**src/miq_pkg.sv**
```systemverilog
`default_nettype none

package miq_pkg;

    // ====================================================================
    // Queue geometry
    // ====================================================================
    localparam int ENTRIES    = 4;
    localparam int AGE_W      = 2;   // Ages run 0 to ENTRIES-1 and 0 is the oldest.
    localparam int WAKE_PORTS = 2;

    // ====================================================================
    // Instruction fields
    // ====================================================================
    localparam int IID_W    = 5;
    localparam int PREG_W   = 6;
    localparam int OPCODE_W = 7;
    localparam int FUNCT7_W = 7;
    localparam int FUNCT3_W = 3;

    // Divide and remainder share funct3 bit 2 in the M extension.
    localparam int DIV_BIT = 2;

endpackage

`default_nettype wire

```
**src/miq_create_if.sv**
```systemverilog
`timescale 1ns/1ps
`default_nettype none

interface miq_create_if;

    logic [miq_pkg::ENTRIES-1:0]  create_vld;   // One-hot target slot.
    logic [miq_pkg::IID_W-1:0]    iid;
    logic [miq_pkg::OPCODE_W-1:0] opcode;
    logic [miq_pkg::FUNCT7_W-1:0] funct7;
    logic [miq_pkg::FUNCT3_W-1:0] funct3;
    logic                         psrc1_vld;
    logic                         psrc1_ready;
    logic [miq_pkg::PREG_W-1:0]   psrc1;
    logic                         psrc2_vld;
    logic                         psrc2_ready;
    logic [miq_pkg::PREG_W-1:0]   psrc2;
    logic                         pdst_vld;
    logic [miq_pkg::PREG_W-1:0]   pdst;

    modport dispatch (
        output create_vld, iid, opcode, funct7, funct3,
        output psrc1_vld, psrc1_ready, psrc1, psrc2_vld, psrc2_ready, psrc2,
        output pdst_vld, pdst
    );

    modport entries (
        input create_vld, iid, opcode, funct7, funct3,
        input psrc1_vld, psrc1_ready, psrc1, psrc2_vld, psrc2_ready, psrc2,
        input pdst_vld, pdst
    );

endinterface

`default_nettype wire

```
**src/miq_entry_if.sv**
```systemverilog
`timescale 1ns/1ps
`default_nettype none

interface miq_entry_if (
    input logic clk
);

    // Per-entry state with one row per slot.
    logic [miq_pkg::ENTRIES-1:0]                        vld;
    logic [miq_pkg::ENTRIES-1:0]                        ready;
    logic [miq_pkg::ENTRIES-1:0][miq_pkg::AGE_W-1:0]    age;
    logic [miq_pkg::ENTRIES-1:0][miq_pkg::IID_W-1:0]    iid;
    logic [miq_pkg::ENTRIES-1:0][miq_pkg::OPCODE_W-1:0] opcode;
    logic [miq_pkg::ENTRIES-1:0][miq_pkg::FUNCT7_W-1:0] funct7;
    logic [miq_pkg::ENTRIES-1:0][miq_pkg::FUNCT3_W-1:0] funct3;
    logic [miq_pkg::ENTRIES-1:0]                        psrc1_vld;
    logic [miq_pkg::ENTRIES-1:0][miq_pkg::PREG_W-1:0]   psrc1;
    logic [miq_pkg::ENTRIES-1:0]                        psrc2_vld;
    logic [miq_pkg::ENTRIES-1:0][miq_pkg::PREG_W-1:0]   psrc2;
    logic [miq_pkg::ENTRIES-1:0]                        pdst_vld;
    logic [miq_pkg::ENTRIES-1:0][miq_pkg::PREG_W-1:0]   pdst;

    logic [miq_pkg::ENTRIES-1:0]                        issue_vld;   // Grant that is one-hot or zero.

    modport entries (
        input  clk, issue_vld,
        output vld, ready, age, iid, opcode, funct7, funct3,
        output psrc1_vld, psrc1, psrc2_vld, psrc2, pdst_vld, pdst
    );

    modport select (
        input  clk, vld, ready, age, iid, opcode, funct7, funct3,
        input  psrc1_vld, psrc1, psrc2_vld, psrc2, pdst_vld, pdst,
        output issue_vld
    );

endinterface

`default_nettype wire

```
**src/miq_dispatch.sv**
```systemverilog
`timescale 1ns/1ps
`default_nettype none

module miq_dispatch (
    input  logic                         clk,
    input  logic                         rst_clk,
    input  logic                         dispatch_vld,
    input  logic                         dispatch_stall,
    input  logic [miq_pkg::IID_W-1:0]    dispatch_iid,
    input  logic [miq_pkg::OPCODE_W-1:0] dispatch_opcode,
    input  logic [miq_pkg::FUNCT7_W-1:0] dispatch_funct7,
    input  logic [miq_pkg::FUNCT3_W-1:0] dispatch_funct3,
    input  logic                         dispatch_psrc1_vld,
    input  logic                         dispatch_psrc1_ready,
    input  logic [miq_pkg::PREG_W-1:0]   dispatch_psrc1,
    input  logic                         dispatch_psrc2_vld,
    input  logic                         dispatch_psrc2_ready,
    input  logic [miq_pkg::PREG_W-1:0]   dispatch_psrc2,
    input  logic                         dispatch_pdst_vld,
    input  logic [miq_pkg::PREG_W-1:0]   dispatch_pdst,
    input  logic [miq_pkg::ENTRIES-1:0]  entry_vld,
    output logic                         full,
    miq_create_if.dispatch               cr
);

    logic                        accept;
    logic [miq_pkg::ENTRIES-1:0] free_sel;

    assign full   = &entry_vld;
    assign accept = dispatch_vld & ~full & ~dispatch_stall;

    // Isolates the lowest clear bit of the valid vector.
    assign free_sel      = ~entry_vld & (entry_vld + 1'b1);
    assign cr.create_vld = free_sel & {miq_pkg::ENTRIES{accept}};

    assign cr.iid         = dispatch_iid;
    assign cr.opcode      = dispatch_opcode;
    assign cr.funct7      = dispatch_funct7;
    assign cr.funct3      = dispatch_funct3;
    assign cr.psrc1_vld   = dispatch_psrc1_vld;
    assign cr.psrc1_ready = dispatch_psrc1_ready;
    assign cr.psrc1       = dispatch_psrc1;
    assign cr.psrc2_vld   = dispatch_psrc2_vld;
    assign cr.psrc2_ready = dispatch_psrc2_ready;
    assign cr.psrc2       = dispatch_psrc2;
    assign cr.pdst_vld    = dispatch_pdst_vld;
    assign cr.pdst        = dispatch_pdst;

    // The entry array must never see a create on a slot it still holds.
    a_create_free: assert property (@(posedge clk) disable iff (!rst_clk)
        (cr.create_vld & entry_vld) == '0);

endmodule

`default_nettype wire

```
**src/miq_entries.sv**
```systemverilog
`timescale 1ns/1ps
`default_nettype none

module miq_entries (
    input  logic                                             clk,
    input  logic                                             rst_clk,
    input  logic                                             flush,
    input  logic [miq_pkg::WAKE_PORTS-1:0]                   wake_vld,
    input  logic [miq_pkg::WAKE_PORTS-1:0][miq_pkg::PREG_W-1:0] wake_preg,
    output logic [miq_pkg::ENTRIES-1:0]                      entry_vld,
    miq_create_if.entries                                    cr,
    miq_entry_if.entries                                     ef
);

    logic [miq_pkg::ENTRIES-1:0]                     vld;
    logic [miq_pkg::ENTRIES-1:0][miq_pkg::AGE_W-1:0] age;
    logic [miq_pkg::ENTRIES-1:0]                     rdy1;
    logic [miq_pkg::ENTRIES-1:0]                     rdy2;
    logic [miq_pkg::AGE_W:0]                         cnt;
    logic [miq_pkg::AGE_W-1:0]                       issue_age;
    logic [miq_pkg::AGE_W-1:0]                       new_age;
    logic                                            any_issue;
    logic                                            age_clash;

    function automatic logic woken(input logic [miq_pkg::PREG_W-1:0] tag);
        logic hit;
        hit = 1'b0;
        for (int p = 0; p < miq_pkg::WAKE_PORTS; p++)
            hit = hit | (wake_vld[p] && (wake_preg[p] == tag));
        return hit;
    endfunction

    // ====================================================================
    // Occupancy and age of the issued entry
    // ====================================================================
    always_comb
    begin
        cnt       = '0;
        issue_age = '0;
        for (int i = 0; i < miq_pkg::ENTRIES; i++)
        begin
            cnt       = cnt + {{miq_pkg::AGE_W{1'b0}}, vld[i]};
            issue_age = issue_age | (age[i] & {miq_pkg::AGE_W{ef.issue_vld[i]}});
        end
    end

    assign any_issue = |ef.issue_vld;
    // A create beside an issue lands one slot lower so the order stays dense.
    assign new_age   = miq_pkg::AGE_W'(cnt - {{miq_pkg::AGE_W{1'b0}}, any_issue});

    // ====================================================================
    // Entry state
    // ====================================================================
    always_ff @(posedge clk or negedge rst_clk)
    begin
        if (!rst_clk)
        begin
            vld  <= '0;
            age  <= '0;
            rdy1 <= '0;
            rdy2 <= '0;
        end
        else
        begin
            for (int i = 0; i < miq_pkg::ENTRIES; i++)
            begin
                if (flush)
                    vld[i] <= 1'b0;
                else if (cr.create_vld[i])
                begin
                    vld[i]  <= 1'b1;
                    age[i]  <= new_age;
                    rdy1[i] <= cr.psrc1_ready | woken(cr.psrc1);
                    rdy2[i] <= cr.psrc2_ready | woken(cr.psrc2);
                end
                else
                begin
                    if (ef.issue_vld[i])
                        vld[i] <= 1'b0;
                    else if (any_issue && (age[i] > issue_age))
                        age[i] <= age[i] - 1'b1;   // Close the gap left by the issue.
                    if (woken(ef.psrc1[i]))
                        rdy1[i] <= 1'b1;
                    if (woken(ef.psrc2[i]))
                        rdy2[i] <= 1'b1;
                end
            end
        end
    end

    always_ff @(posedge clk)
    begin
        for (int i = 0; i < miq_pkg::ENTRIES; i++)
        begin
            if (cr.create_vld[i])
            begin
                ef.iid[i]       <= cr.iid;
                ef.opcode[i]    <= cr.opcode;
                ef.funct7[i]    <= cr.funct7;
                ef.funct3[i]    <= cr.funct3;
                ef.psrc1_vld[i] <= cr.psrc1_vld;
                ef.psrc1[i]     <= cr.psrc1;
                ef.psrc2_vld[i] <= cr.psrc2_vld;
                ef.psrc2[i]     <= cr.psrc2;
                ef.pdst_vld[i]  <= cr.pdst_vld;
                ef.pdst[i]      <= cr.pdst;
            end
        end
    end

    assign entry_vld = vld;
    assign ef.vld    = vld;
    assign ef.age    = age;
    assign ef.ready  = vld & (~ef.psrc1_vld | rdy1) & (~ef.psrc2_vld | rdy2);

    always_comb
    begin
        age_clash = 1'b0;
        for (int i = 0; i < miq_pkg::ENTRIES; i++)
            for (int j = i + 1; j < miq_pkg::ENTRIES; j++)
                if (vld[i] && vld[j] && (age[i] == age[j]))
                    age_clash = 1'b1;
    end

    a_age_distinct: assert property (@(posedge clk) disable iff (!rst_clk) !age_clash);
    a_issue_valid:  assert property (@(posedge clk) disable iff (!rst_clk)
        (ef.issue_vld & ~vld) == '0);

endmodule

`default_nettype wire

```
**src/miq_select.sv**
```systemverilog
`timescale 1ns/1ps
`default_nettype none

module miq_select (
    input  logic                         div_stall_exu,
    input  logic                         div_stall_idu,
    miq_entry_if.select                  ef,
    output logic                         issue_vld,
    output logic [miq_pkg::IID_W-1:0]    issue_iid,
    output logic [miq_pkg::OPCODE_W-1:0] issue_opcode,
    output logic [miq_pkg::FUNCT7_W-1:0] issue_funct7,
    output logic [miq_pkg::FUNCT3_W-1:0] issue_funct3,
    output logic                         issue_psrc1_vld,
    output logic [miq_pkg::PREG_W-1:0]   issue_psrc1,
    output logic                         issue_psrc2_vld,
    output logic [miq_pkg::PREG_W-1:0]   issue_psrc2,
    output logic                         issue_pdst_vld,
    output logic [miq_pkg::PREG_W-1:0]   issue_pdst
);

    logic [miq_pkg::ENTRIES-1:0]                   grant;
    logic [miq_pkg::ENTRIES-1:0][miq_pkg::AGE_W:0] key;
    logic [miq_pkg::AGE_W:0]                       key_lo;
    logic [miq_pkg::AGE_W:0]                       key_hi;
    logic [miq_pkg::AGE_W:0]                       key_win;
    logic [$clog2(miq_pkg::ENTRIES)-1:0]           win_idx;
    logic                                          pick_1;
    logic                                          pick_3;
    logic                                          pick_hi;
    logic                                          div_hold;

    assign div_hold = div_stall_exu | div_stall_idu;

    // The key puts issuable entries first and the lowest age next.
    always_comb
    begin
        for (int i = 0; i < miq_pkg::ENTRIES; i++)
            key[i] = {~(ef.ready[i] & ~(ef.funct3[i][miq_pkg::DIV_BIT] & div_hold)), ef.age[i]};
    end

    assign pick_1  = key[1] < key[0];
    assign key_lo  = pick_1 ? key[1] : key[0];
    assign pick_3  = key[3] < key[2];
    assign key_hi  = pick_3 ? key[3] : key[2];
    assign pick_hi = key_hi < key_lo;
    assign key_win = pick_hi ? key_hi : key_lo;
    assign win_idx = pick_hi ? {1'b1, pick_3} : {1'b0, pick_1};

    assign issue_vld    = ~key_win[miq_pkg::AGE_W];
    assign ef.issue_vld = grant;

    always_comb
    begin
        issue_iid       = '0;
        issue_opcode    = '0;
        issue_funct7    = '0;
        issue_funct3    = '0;
        issue_psrc1_vld = 1'b0;
        issue_psrc1     = '0;
        issue_psrc2_vld = 1'b0;
        issue_psrc2     = '0;
        issue_pdst_vld  = 1'b0;
        issue_pdst      = '0;
        for (int i = 0; i < miq_pkg::ENTRIES; i++)
        begin
            grant[i]        = issue_vld && (int'(win_idx) == i);
            issue_iid       = issue_iid | (ef.iid[i] & {miq_pkg::IID_W{grant[i]}});
            issue_opcode    = issue_opcode | (ef.opcode[i] & {miq_pkg::OPCODE_W{grant[i]}});
            issue_funct7    = issue_funct7 | (ef.funct7[i] & {miq_pkg::FUNCT7_W{grant[i]}});
            issue_funct3    = issue_funct3 | (ef.funct3[i] & {miq_pkg::FUNCT3_W{grant[i]}});
            issue_psrc1_vld = issue_psrc1_vld | (ef.psrc1_vld[i] & grant[i]);
            issue_psrc1     = issue_psrc1 | (ef.psrc1[i] & {miq_pkg::PREG_W{grant[i]}});
            issue_psrc2_vld = issue_psrc2_vld | (ef.psrc2_vld[i] & grant[i]);
            issue_psrc2     = issue_psrc2 | (ef.psrc2[i] & {miq_pkg::PREG_W{grant[i]}});
            issue_pdst_vld  = issue_pdst_vld | (ef.pdst_vld[i] & grant[i]);
            issue_pdst      = issue_pdst | (ef.pdst[i] & {miq_pkg::PREG_W{grant[i]}});
        end
    end

    a_grant_onehot: assert property (@(posedge ef.clk) $onehot0(ef.issue_vld));

    // Selection looks at ready alone and relies on empty slots never reporting ready.
    a_ready_valid: assert property (@(posedge ef.clk) (ef.ready & ~ef.vld) == '0);

endmodule

`default_nettype wire

```
**src/miq_top.sv**
```systemverilog
`timescale 1ns/1ps
`default_nettype none

module miq_top (
    input  logic                                                clk,
    input  logic                                                rst_clk,
    input  logic                                                flush,
    input  logic                                                dispatch_vld,
    input  logic                                                dispatch_stall,
    input  logic [miq_pkg::IID_W-1:0]                           dispatch_iid,
    input  logic [miq_pkg::OPCODE_W-1:0]                        dispatch_opcode,
    input  logic [miq_pkg::FUNCT7_W-1:0]                        dispatch_funct7,
    input  logic [miq_pkg::FUNCT3_W-1:0]                        dispatch_funct3,
    input  logic                                                dispatch_psrc1_vld,
    input  logic                                                dispatch_psrc1_ready,
    input  logic [miq_pkg::PREG_W-1:0]                          dispatch_psrc1,
    input  logic                                                dispatch_psrc2_vld,
    input  logic                                                dispatch_psrc2_ready,
    input  logic [miq_pkg::PREG_W-1:0]                          dispatch_psrc2,
    input  logic                                                dispatch_pdst_vld,
    input  logic [miq_pkg::PREG_W-1:0]                          dispatch_pdst,
    input  logic [miq_pkg::WAKE_PORTS-1:0]                      wake_vld,
    input  logic [miq_pkg::WAKE_PORTS-1:0][miq_pkg::PREG_W-1:0] wake_preg,
    input  logic                                                div_stall_exu,
    input  logic                                                div_stall_idu,
    output logic                                                full,
    output logic                                                issue_vld,
    output logic [miq_pkg::IID_W-1:0]                           issue_iid,
    output logic [miq_pkg::OPCODE_W-1:0]                        issue_opcode,
    output logic [miq_pkg::FUNCT7_W-1:0]                        issue_funct7,
    output logic [miq_pkg::FUNCT3_W-1:0]                        issue_funct3,
    output logic                                                issue_psrc1_vld,
    output logic [miq_pkg::PREG_W-1:0]                          issue_psrc1,
    output logic                                                issue_psrc2_vld,
    output logic [miq_pkg::PREG_W-1:0]                          issue_psrc2,
    output logic                                                issue_pdst_vld,
    output logic [miq_pkg::PREG_W-1:0]                          issue_pdst
);

    logic [miq_pkg::ENTRIES-1:0] entry_vld;

    miq_create_if cr_if ();
    miq_entry_if  en_if (.clk(clk));

    miq_dispatch u_dispatch (
        .clk                  (clk),
        .rst_clk              (rst_clk),
        .dispatch_vld         (dispatch_vld),
        .dispatch_stall       (dispatch_stall),
        .dispatch_iid         (dispatch_iid),
        .dispatch_opcode      (dispatch_opcode),
        .dispatch_funct7      (dispatch_funct7),
        .dispatch_funct3      (dispatch_funct3),
        .dispatch_psrc1_vld   (dispatch_psrc1_vld),
        .dispatch_psrc1_ready (dispatch_psrc1_ready),
        .dispatch_psrc1       (dispatch_psrc1),
        .dispatch_psrc2_vld   (dispatch_psrc2_vld),
        .dispatch_psrc2_ready (dispatch_psrc2_ready),
        .dispatch_psrc2       (dispatch_psrc2),
        .dispatch_pdst_vld    (dispatch_pdst_vld),
        .dispatch_pdst        (dispatch_pdst),
        .entry_vld            (entry_vld),
        .full                 (full),
        .cr                   (cr_if.dispatch)
    );

    miq_entries u_entries (
        .clk       (clk),
        .rst_clk   (rst_clk),
        .flush     (flush),
        .wake_vld  (wake_vld),
        .wake_preg (wake_preg),
        .entry_vld (entry_vld),
        .cr        (cr_if.entries),
        .ef        (en_if.entries)
    );

    miq_select u_select (
        .div_stall_exu   (div_stall_exu),
        .div_stall_idu   (div_stall_idu),
        .ef              (en_if.select),
        .issue_vld       (issue_vld),
        .issue_iid       (issue_iid),
        .issue_opcode    (issue_opcode),
        .issue_funct7    (issue_funct7),
        .issue_funct3    (issue_funct3),
        .issue_psrc1_vld (issue_psrc1_vld),
        .issue_psrc1     (issue_psrc1),
        .issue_psrc2_vld (issue_psrc2_vld),
        .issue_psrc2     (issue_psrc2),
        .issue_pdst_vld  (issue_pdst_vld),
        .issue_pdst      (issue_pdst)
    );

endmodule

`default_nettype wire

```
**config.mk**
```make
export PLATFORM = sky130hd
export DESIGN_NAME = miq_top
export DESIGN_NICKNAME = d
export VERILOG_FILES = /design/src/miq_pkg.sv /design/src/miq_create_if.sv /design/src/miq_entry_if.sv /design/src/miq_dispatch.sv /design/src/miq_entries.sv /design/src/miq_select.sv /design/src/miq_top.sv
export SDC_FILE = /design/constraint.sdc
export NUM_CORES = 1
export LEC_CHECK = 0
export BUFFER_PORTS_ARGS = -buffer_cell sky130_fd_sc_hd__buf_2
export CORE_MARGIN = 5
export CORE_UTILIZATION = 53
export CTS_CLUSTER_SIZE = 30
export DETAILED_ROUTE_END_ITERATION = 10
export HOLD_SLACK_MARGIN = 0.08
export MAX_ROUTING_LAYER = met4
export PLACE_DENSITY = 0.77
export SKIP_CTS_REPAIR_TIMING = 1
export SLEW_MARGIN = 20
export SYNTH_ARGS = -nofsm -noshare
export SYNTH_HDL_FRONTEND = slang
export SYNTH_SLANG_ARGS = --single-unit
```
**constraint.sdc**
```tcl
create_clock -name clk -period 4.36 [get_ports clk]
set_input_delay 0.436 -clock clk [delete_from_list [all_inputs] [get_ports clk]]
set_output_delay 0.436 -clock clk [all_outputs]
set_load 0.05 [all_outputs]
```
==> results of run 1 <==
## report_power, final
group          leakage, nW  switching [W]  internal, W
clock                0.285       0.000705     0.000867
combinational         2.34        0.00124     0.000878
sequential            1.81      0.0000637      0.00208
total                 4.43        0.00201      0.00383
## synth_stat cells, types with 2 or more instances
| cell | instances | area [sq um] |
|---|---|---|
| a221o_1 | 2 | 20.0 |
| clkinv_1 | 2 | 7.51 |
| xor2_1 | 60 | 526 |
| a211oi_1 | 3 | 22.5 |
| a222oi_1 | 44 | 440 |
| xnor2_1 | 62 | 543 |
| nor3_1 | 9 | 45.0 |
| nand4_1 | 24 | 150 |
| a2111oi_0 | 2 | 17.5 |
| nand3_1 | 2 | 10.0 |
| nor2_1 | 12 | 45.0 |
| o211ai_1 | 3 | 22.5 |
| and2_1 | 3 | 18.8 |
| mux2i_1 | 4 | 40.0 |
| inv_1 | 26 | 97.6 |
| or3_1 | 10 | 62.6 |
| dfrtp_1 | 20 | 500 |
| ha_1 | 15 | 188 |
| a21o_1 | 2 | 15.0 |
| nand2b_1 | 10 | 62.6 |
| buf_2 | 6 | 30.0 |
| o21ai_1 | 2 | 10.0 |
| and3_1 | 2 | 12.5 |
| or2_2 | 2 | 12.5 |
| a21oi_1 | 29 | 145 |
| a211o_1 | 4 | 35.0 |
| nor4_1 | 25 | 156 |
| o21ai_0 | 9 | 45.0 |
| clkbuf_1 | 26 | 97.6 |
| edfxtp_1 | 172 | 5160 |
| a31oi_1 | 2 | 12.5 |
| nand2_1 | 94 | 353 |
| buf_1 | 5 | 18.8 |
## routing by layer
layer  track usage (%)  wire length, um  vias up
li1                  -                -     3038
met4              8.79              956        0
met2              37.6            12600      385
met3              4.11             2330       84
met5                 -                0        -
met1              30.2            10400     3395
## worst paths after layout
check | endpoint | cells after the start
max in group asynchronous | u_entries.ef.vld[3] | 2
setup / recovery | issue_psrc2[0] | 17
hold / removal | u_entries.ef.iid[5] | 1
setup reg to reg | u_entries.ef.age[6] | 19
hold reg to reg | u_entries.rdy2[1] | 2
min in group asynchronous | u_entries.ef.age[2] | 2
## critical path, stage by stage (launching register included)
cell and delay, ns:
edfxtp_1 0.39, inv_1 0.10, o21ai_2 0.08, a221o_1 0.32, ha_4 0.32, inv_2 0.05
a311oi_4 0.23, mux2i_1 0.27, inv_2 0.09, ha_4 0.28, nand2_4 0.06, a21o_1 0.20
and2_4 0.18, buf_8 0.15, clkbuf_16 0.17, a222oi_1 0.37, nand2_1 0.14, buf_6 0.18
## stage by stage
| stage | hold WS, ns | TNS, ns | util [%] |
|---|---|---|---|
| floorplan | 0.140 | -1.47 | - |
| global placement | 0.414 | -10.30 | 59.7 |
| detailed placement | 0.414 | -12.18 | 59.7 |
| CTS | -0.0496 | -19.48 | 63.2 |
| global route | 0.198 | -5.00 | 68.1 |
| finish | 0.210 | -0.587 | 68.1 |
## kinds of logic (layout without fill, tap and decap cells)
family	after synthesis	count (layout)	share of synthesized area, %
AND/OR/NAND/NOR	203	203	11.1
flip-flops	192	192	61.6
XOR/XNOR	122	122	11.6
AO/OA/AOI/OAI	116	116	9.96
buffers and inverters	65	230	2.74
adder cells (fa/ha/maj)	17	17	2.38
multiplexers	5	5	0.585
## flip-flops by register name, summed over array words and instances, names as in the netlist
| register | cells |
|---|---|
| u_entries.ef.age | 8 |
| u_entries.ef.funct3 | 12 |
| u_entries.ef.funct7 | 28 |
| u_entries.ef.iid | 20 |
| u_entries.ef.opcode | 28 |
| u_entries.ef.pdst | 24 |
| u_entries.ef.pdst_vld | 4 |
| u_entries.ef.psrc1 | 24 |
| u_entries.ef.psrc1_vld | 4 |
| u_entries.ef.psrc2 | 24 |
| u_entries.ef.psrc2_vld | 4 |
| u_entries.ef.vld | 4 |
| u_entries.rdy1 | 4 |
| u_entries.rdy2 | 4 |
## cell type report
type                       count  share of cell area (%)
sequential                   192                    48.4
multi-input combinational    463                    30.2
inverter                      28                   0.898
timing repair buffer         170                    12.9
clock buffer                  18                    3.67
clock inverter                14                    1.51
tap                          225                    2.41
==> results.md, run 1 <==
- Initial core utilization: between 50% and 60%
- Shortest period the worst path allows: between 4 and 5 ns
- DP HPWL: roughly 14000 um
- Die height: 142 um
- Routed Wire Length: around 26000 um
- Largest net degree at the start of global routing: between 40 and 50
- Setup WS post-layout: -0.0998 ns
- Design Power: about 0.0058 W
- CTS tree: done
- CP Launch Type: register
- GP Congestion: between 0.9 and 1
- Vias in the first global route: between 6000 and 7000
- Fin crit share: 102%
- Post-synth EDFFs: 172
- Boundary Pins: ~110
- Vias per std cell: roughly 6.2
- Distinct cell type count after synthesis: 60
- Status: finished, violations left
- Skew-Pair Late Insertion Delay: 0.44 ns
- Asr flop ratio synth: between 10% and 20%
- Syn Nets: 802
- Commonest non-fill, non-tap cells in the layout: edfxtp_1, nand2_1, buf_2
- Nature of the critical path endpoint: output pin
- CP max FO: 6
- Die ar.: approximately 0.02 sq mm
- Yosys reg bits: between 150 and 200
- Syn Inst Count: slightly above 700
- DR iter-0 viols: roughly 760
- DRC viols: 0
- Area grow syn2layout: 27.3%
- Clk sinks: roughly 190
- VDD IR max: around 330 uV
- Post-synthesis cell area: 0.00919 sq mm
- Critical Path RT: approximately 4 ns
- Max H-tree Level: 4
- Pre-CTS setup slack: -0.589 ns
- Ys Warns: 0
- Net count reported at finish: approximately 950
- Final instance area: around 0.012 sq mm
- CTS max path bufs: 2
- Core ar.: between 0.015 and 0.02 sq mm
- Worst Setup Path Type: register to output pin
- Final hold violations: 0
- Placed Cells: between 1000 and 1500
- Signal arrival time at the worst endpoint: 4.02 ns
- Launch point of the worst path: u_entries.ef.psrc1_vld[3]
- Failing checks: negative setup slack
- Fin cells: 1110
- DR vias: roughly 7000
- Final global-route overflow total: 0
- Worst min path class: input pin to register
- Seq/Total Area, Yosys: between 60% and 70%
- CTS clock-pin slew for the worst setup and hold paths: 0.07 ns
- Port Buffers: between 100 and 150
- Ant. Diodes: 0
- GRT Total Usage: 23.5%
- RSZ-0062 raised after global routing: true
- Fin. max-slew vios: 0
- Reg2Reg Launch Point: u_entries.ef.psrc1_vld[3]
- # rows: 48
- Max-cap viol count: 0
- Sequential cell area: around 0.0057 sq mm
- Antenna-violating nets left: 0
- Routed wire per std cell: 23.7 um
- Initial antenna violation count: 0
- Area of the multi-input gates: 0.00353 sq mm
- Leak: approximately 4.4 nW
- Most common cell after layout, fill and taps aside: edfxtp_1
- Fillers: 1211
- Synth Area per Inst: between 10 and 15 sq um
- P per Cell Area: 499 mW/mm^2
- Layout cell share with drive strength beyond 1: between 20% and 30%
- Die width: around 140 um
- R2R Setup Slk: -0.09 ns
- First-pass GRT wire length: around 35000 um
- Clk root buf: clkbuf_16
- Hold_sp: dispatch_iid[0]
- Pre-antenna DRT Iters: 6
- Ys flop type: edfxtp_1
- Worst-margin pin slew: around 0.86 ns
- Placed Area: 0.0103 sq mm
- Worst clock skew: approximately 0.014 ns
- Fmax: approximately 0.22 GHz
- Total CTS buffers: 17
- Worst slew margin: a little over two fifths
- Final setup fails: 15
(Power assumes the default switching activity.)
==> inputs of run 2 (changes only) <==
--- a/config.mk
+++ b/config.mk
@@ -6,7 +6,7 @@
 export NUM_CORES = 1
 export LEC_CHECK = 0
 export BUFFER_PORTS_ARGS = -buffer_cell sky130_fd_sc_hd__buf_2
-export CORE_MARGIN = 5
+export CORE_MARGIN = 3
 export CORE_UTILIZATION = 53
 export CTS_CLUSTER_SIZE = 30
 export DETAILED_ROUTE_END_ITERATION = 10
==> results.md, run 2 (synthesis gave the netlist of run 1 again) <==
- CTS tree: done
- Fin cells: about 1100
- Boundary Pins: between 100 and 150
- Layout cell share with drive strength beyond 1: between 20% and 30%
- Worst clock skew: 0.0105 ns
- Die ar.: ~0.019 sq mm
- Antenna-violating nets left: 0
- Setup WS post-layout: -0.0404 ns
- Initial antenna violation count: 0
- DRC viols: 0
- Pre-CTS setup slack: -0.628 ns
- Worst-margin pin slew: just over 0.9 ns
- CP max FO: 6
- Port Buffers: 110
- Max H-tree Level: 4
- GRT Total Usage: between 20% and 30%
- Worst slew margin: 37.7%
- Core ar.: 0.0168 sq mm
- CTS clock-pin slew for the worst setup and hold paths: around 0.080 ns
- Nature of the critical path endpoint: register
- Routed wire per std cell: between 20 and 25 um
- Fin. max-slew vios: 0
- Leak: roughly 4.3 nW
- GP Congestion: about 0.98
- Die width: roughly 140 um
- Max-cap viol count: 0
- Ant. Diodes: 0
- CP Launch Type: register
- Final global-route overflow total: 0
- Initial core utilization: 54.8%
- Clk root buf: clkbuf_16
- Switch Pwr: 0.00198 W
- Worst min path class: input pin to register
- Area grow syn2layout: 23.6%
- Clock share of power: 27.6%
- Final hold violations: 0
- Design Power: 0.00564 W
- Skew-Pair Late Insertion Delay: 0.43 ns
- Total CTS buffers: 17
- RSZ-0062 raised after global routing: true
- Reg2Reg Launch Point: u_entries.ef.psrc1_vld[3]
- Largest net degree at the start of global routing: 46
- Reg power frac: 38.1%
- DR vias: around 6700
- Sw frac: roughly a third
- VDD IR max: 294 uV
- P per Cell Area: roughly 500 mW/mm^2
- Die height: 138 um
- Pre-antenna DRT Iters: 6
- Launch point of the worst path: u_entries.ef.psrc1_vld[3]
- Vias per std cell: 6.15
- Routed Wire Length: between 20000 and 25000 um
- Signal arrival time at the worst endpoint: around 4.7 ns
- First-pass GRT wire length: 35000 um
- Vias in the first global route: around 6700
- DR iter-0 viols: 840
- Hold_sp: dispatch_opcode[0]
- Critical Path RT: 4.65 ns
- Cell internal pwr: approximately 0.0037 W
- Net count reported at finish: 941
- Fmax: around 0.23 GHz
- Shortest period the worst path allows: ~4.4 ns
- DP HPWL: 15100 um
- # rows: between 40 and 50
- Status: finished, violations left
- Fin crit share: 101%
- Biggest regs: u_entries.ef.funct7 (28), u_entries.ef.opcode (28)
- Comb pwr share: about 34%
- Failing checks: negative setup slack
- Placed Cells: 1049
- Most common cell after layout, fill and taps aside: edfxtp_1
- Worst Setup Path Type: register to register
- Worst hold margin: 0.211 ns
- Clk sinks: 192
- Commonest non-fill, non-tap cells in the layout: edfxtp_1, nand2_1, buf_2
- CTS max path bufs: 2
- Final setup fails: 3
==> run 2: cell count changes in the layout (fill, tap and decap cells not counted), moves of 3 or more <==
cell	previous run	this run
buf_2	68	81
clkbuf_16	25	21
buf_4	41	34
buf_6	44	30
ha_4	6	3
inv_12	0	4
==> run 2: area by class of cell <==
type	instances	area, sq um
sequential	192	5670
fill	1177	5400
multi-input combinational	463	3460
timing repair buffer	157	1250
clock buffer	17	425
tap	220	275
clock inverter	15	173
inverter	28	105
==> run 2: per-layer routing <==
metal / GRT usage, % / share of wire [%] / vias to the layer above / routed length [um]
li1: - / - / 3020 / -
met1: 31.1 / 40 / 3320 / 9700
met5: - / 0 / - / 0
met4: 9.82 / 3.0 / 0 / 724
met3: 4.57 / 7.5 / 66 / 1830
met2: 41.8 / 50 / 311 / 12200
==> run 2: final timing paths <==
| check | slack [ns] | depth (start not counted) | endpoint |
|---|---|---|---|
| worst min register to register | 0.54 | 2 | u_entries.rdy2[1] |
| max in group asynchronous | 3.53 | 2 | u_entries.rdy2[1] |
| min in group asynchronous | 0.49 | 2 | u_entries.ef.age[6] |
| worst max register to register | -0.04 | 22 | u_entries.ef.age[7] |
| worst max-delay path | -0.04 | 22 | u_entries.ef.age[7] |
| worst min-delay path | 0.21 | 1 | u_entries.ef.opcode[7] |
==> run 2: power groups by stage <==
| stage | Sequential, W | Combinational (W) | Clock, W |
|---|---|---|---|
| 2_1_floorplan | 0.00217 | 0.00106 | 0 |
| 3_3_place_gp | 0.00218 | 0.00155 | 0 |
| 3_5_place_dp | 0.00218 | 0.00158 | 0 |
| 4_1_cts | 0.00214 | 0.00159 | 0.00157 |
| 5_1_grt | 0.00215 | 0.00206 | 0.00165 |
| 6_report | 0.00215 | 0.00194 | 0.00156 |
==> run 2: per-stage QoR <==
stage	util, %	TNS, ns	area (sq um)
finish	67.8	-0.0595	11400
global route	67.8	-5.46	11400
CTS	64.7	-19.20	10800
detailed placement	61.1	-12.26	10200
global placement	61.1	-7.69	10200
floorplan	-	-1.47	9250
==> run 2: worst max-delay path, cell delays in order (launching register included) <==
cell and delay, ns:
edfxtp_1 0.41, inv_2 0.07, o21ai_2 0.06, a221o_1 0.32, ha_4 0.32, nor2b_4 0.05
a311oi_4 0.23, mux2i_1 0.25, inv_2 0.08, ha_4 0.28, nand2_4 0.06, a21o_4 0.22
a21oi_2 0.13, a21oi_2 0.06, ha_1 0.28, fa_1 0.48, inv_1 0.04, ha_2 0.17
xnor2_2 0.15, xnor2_2 0.30, nor3_1 0.09, a21oi_1 0.13, o21ai_1 0.08
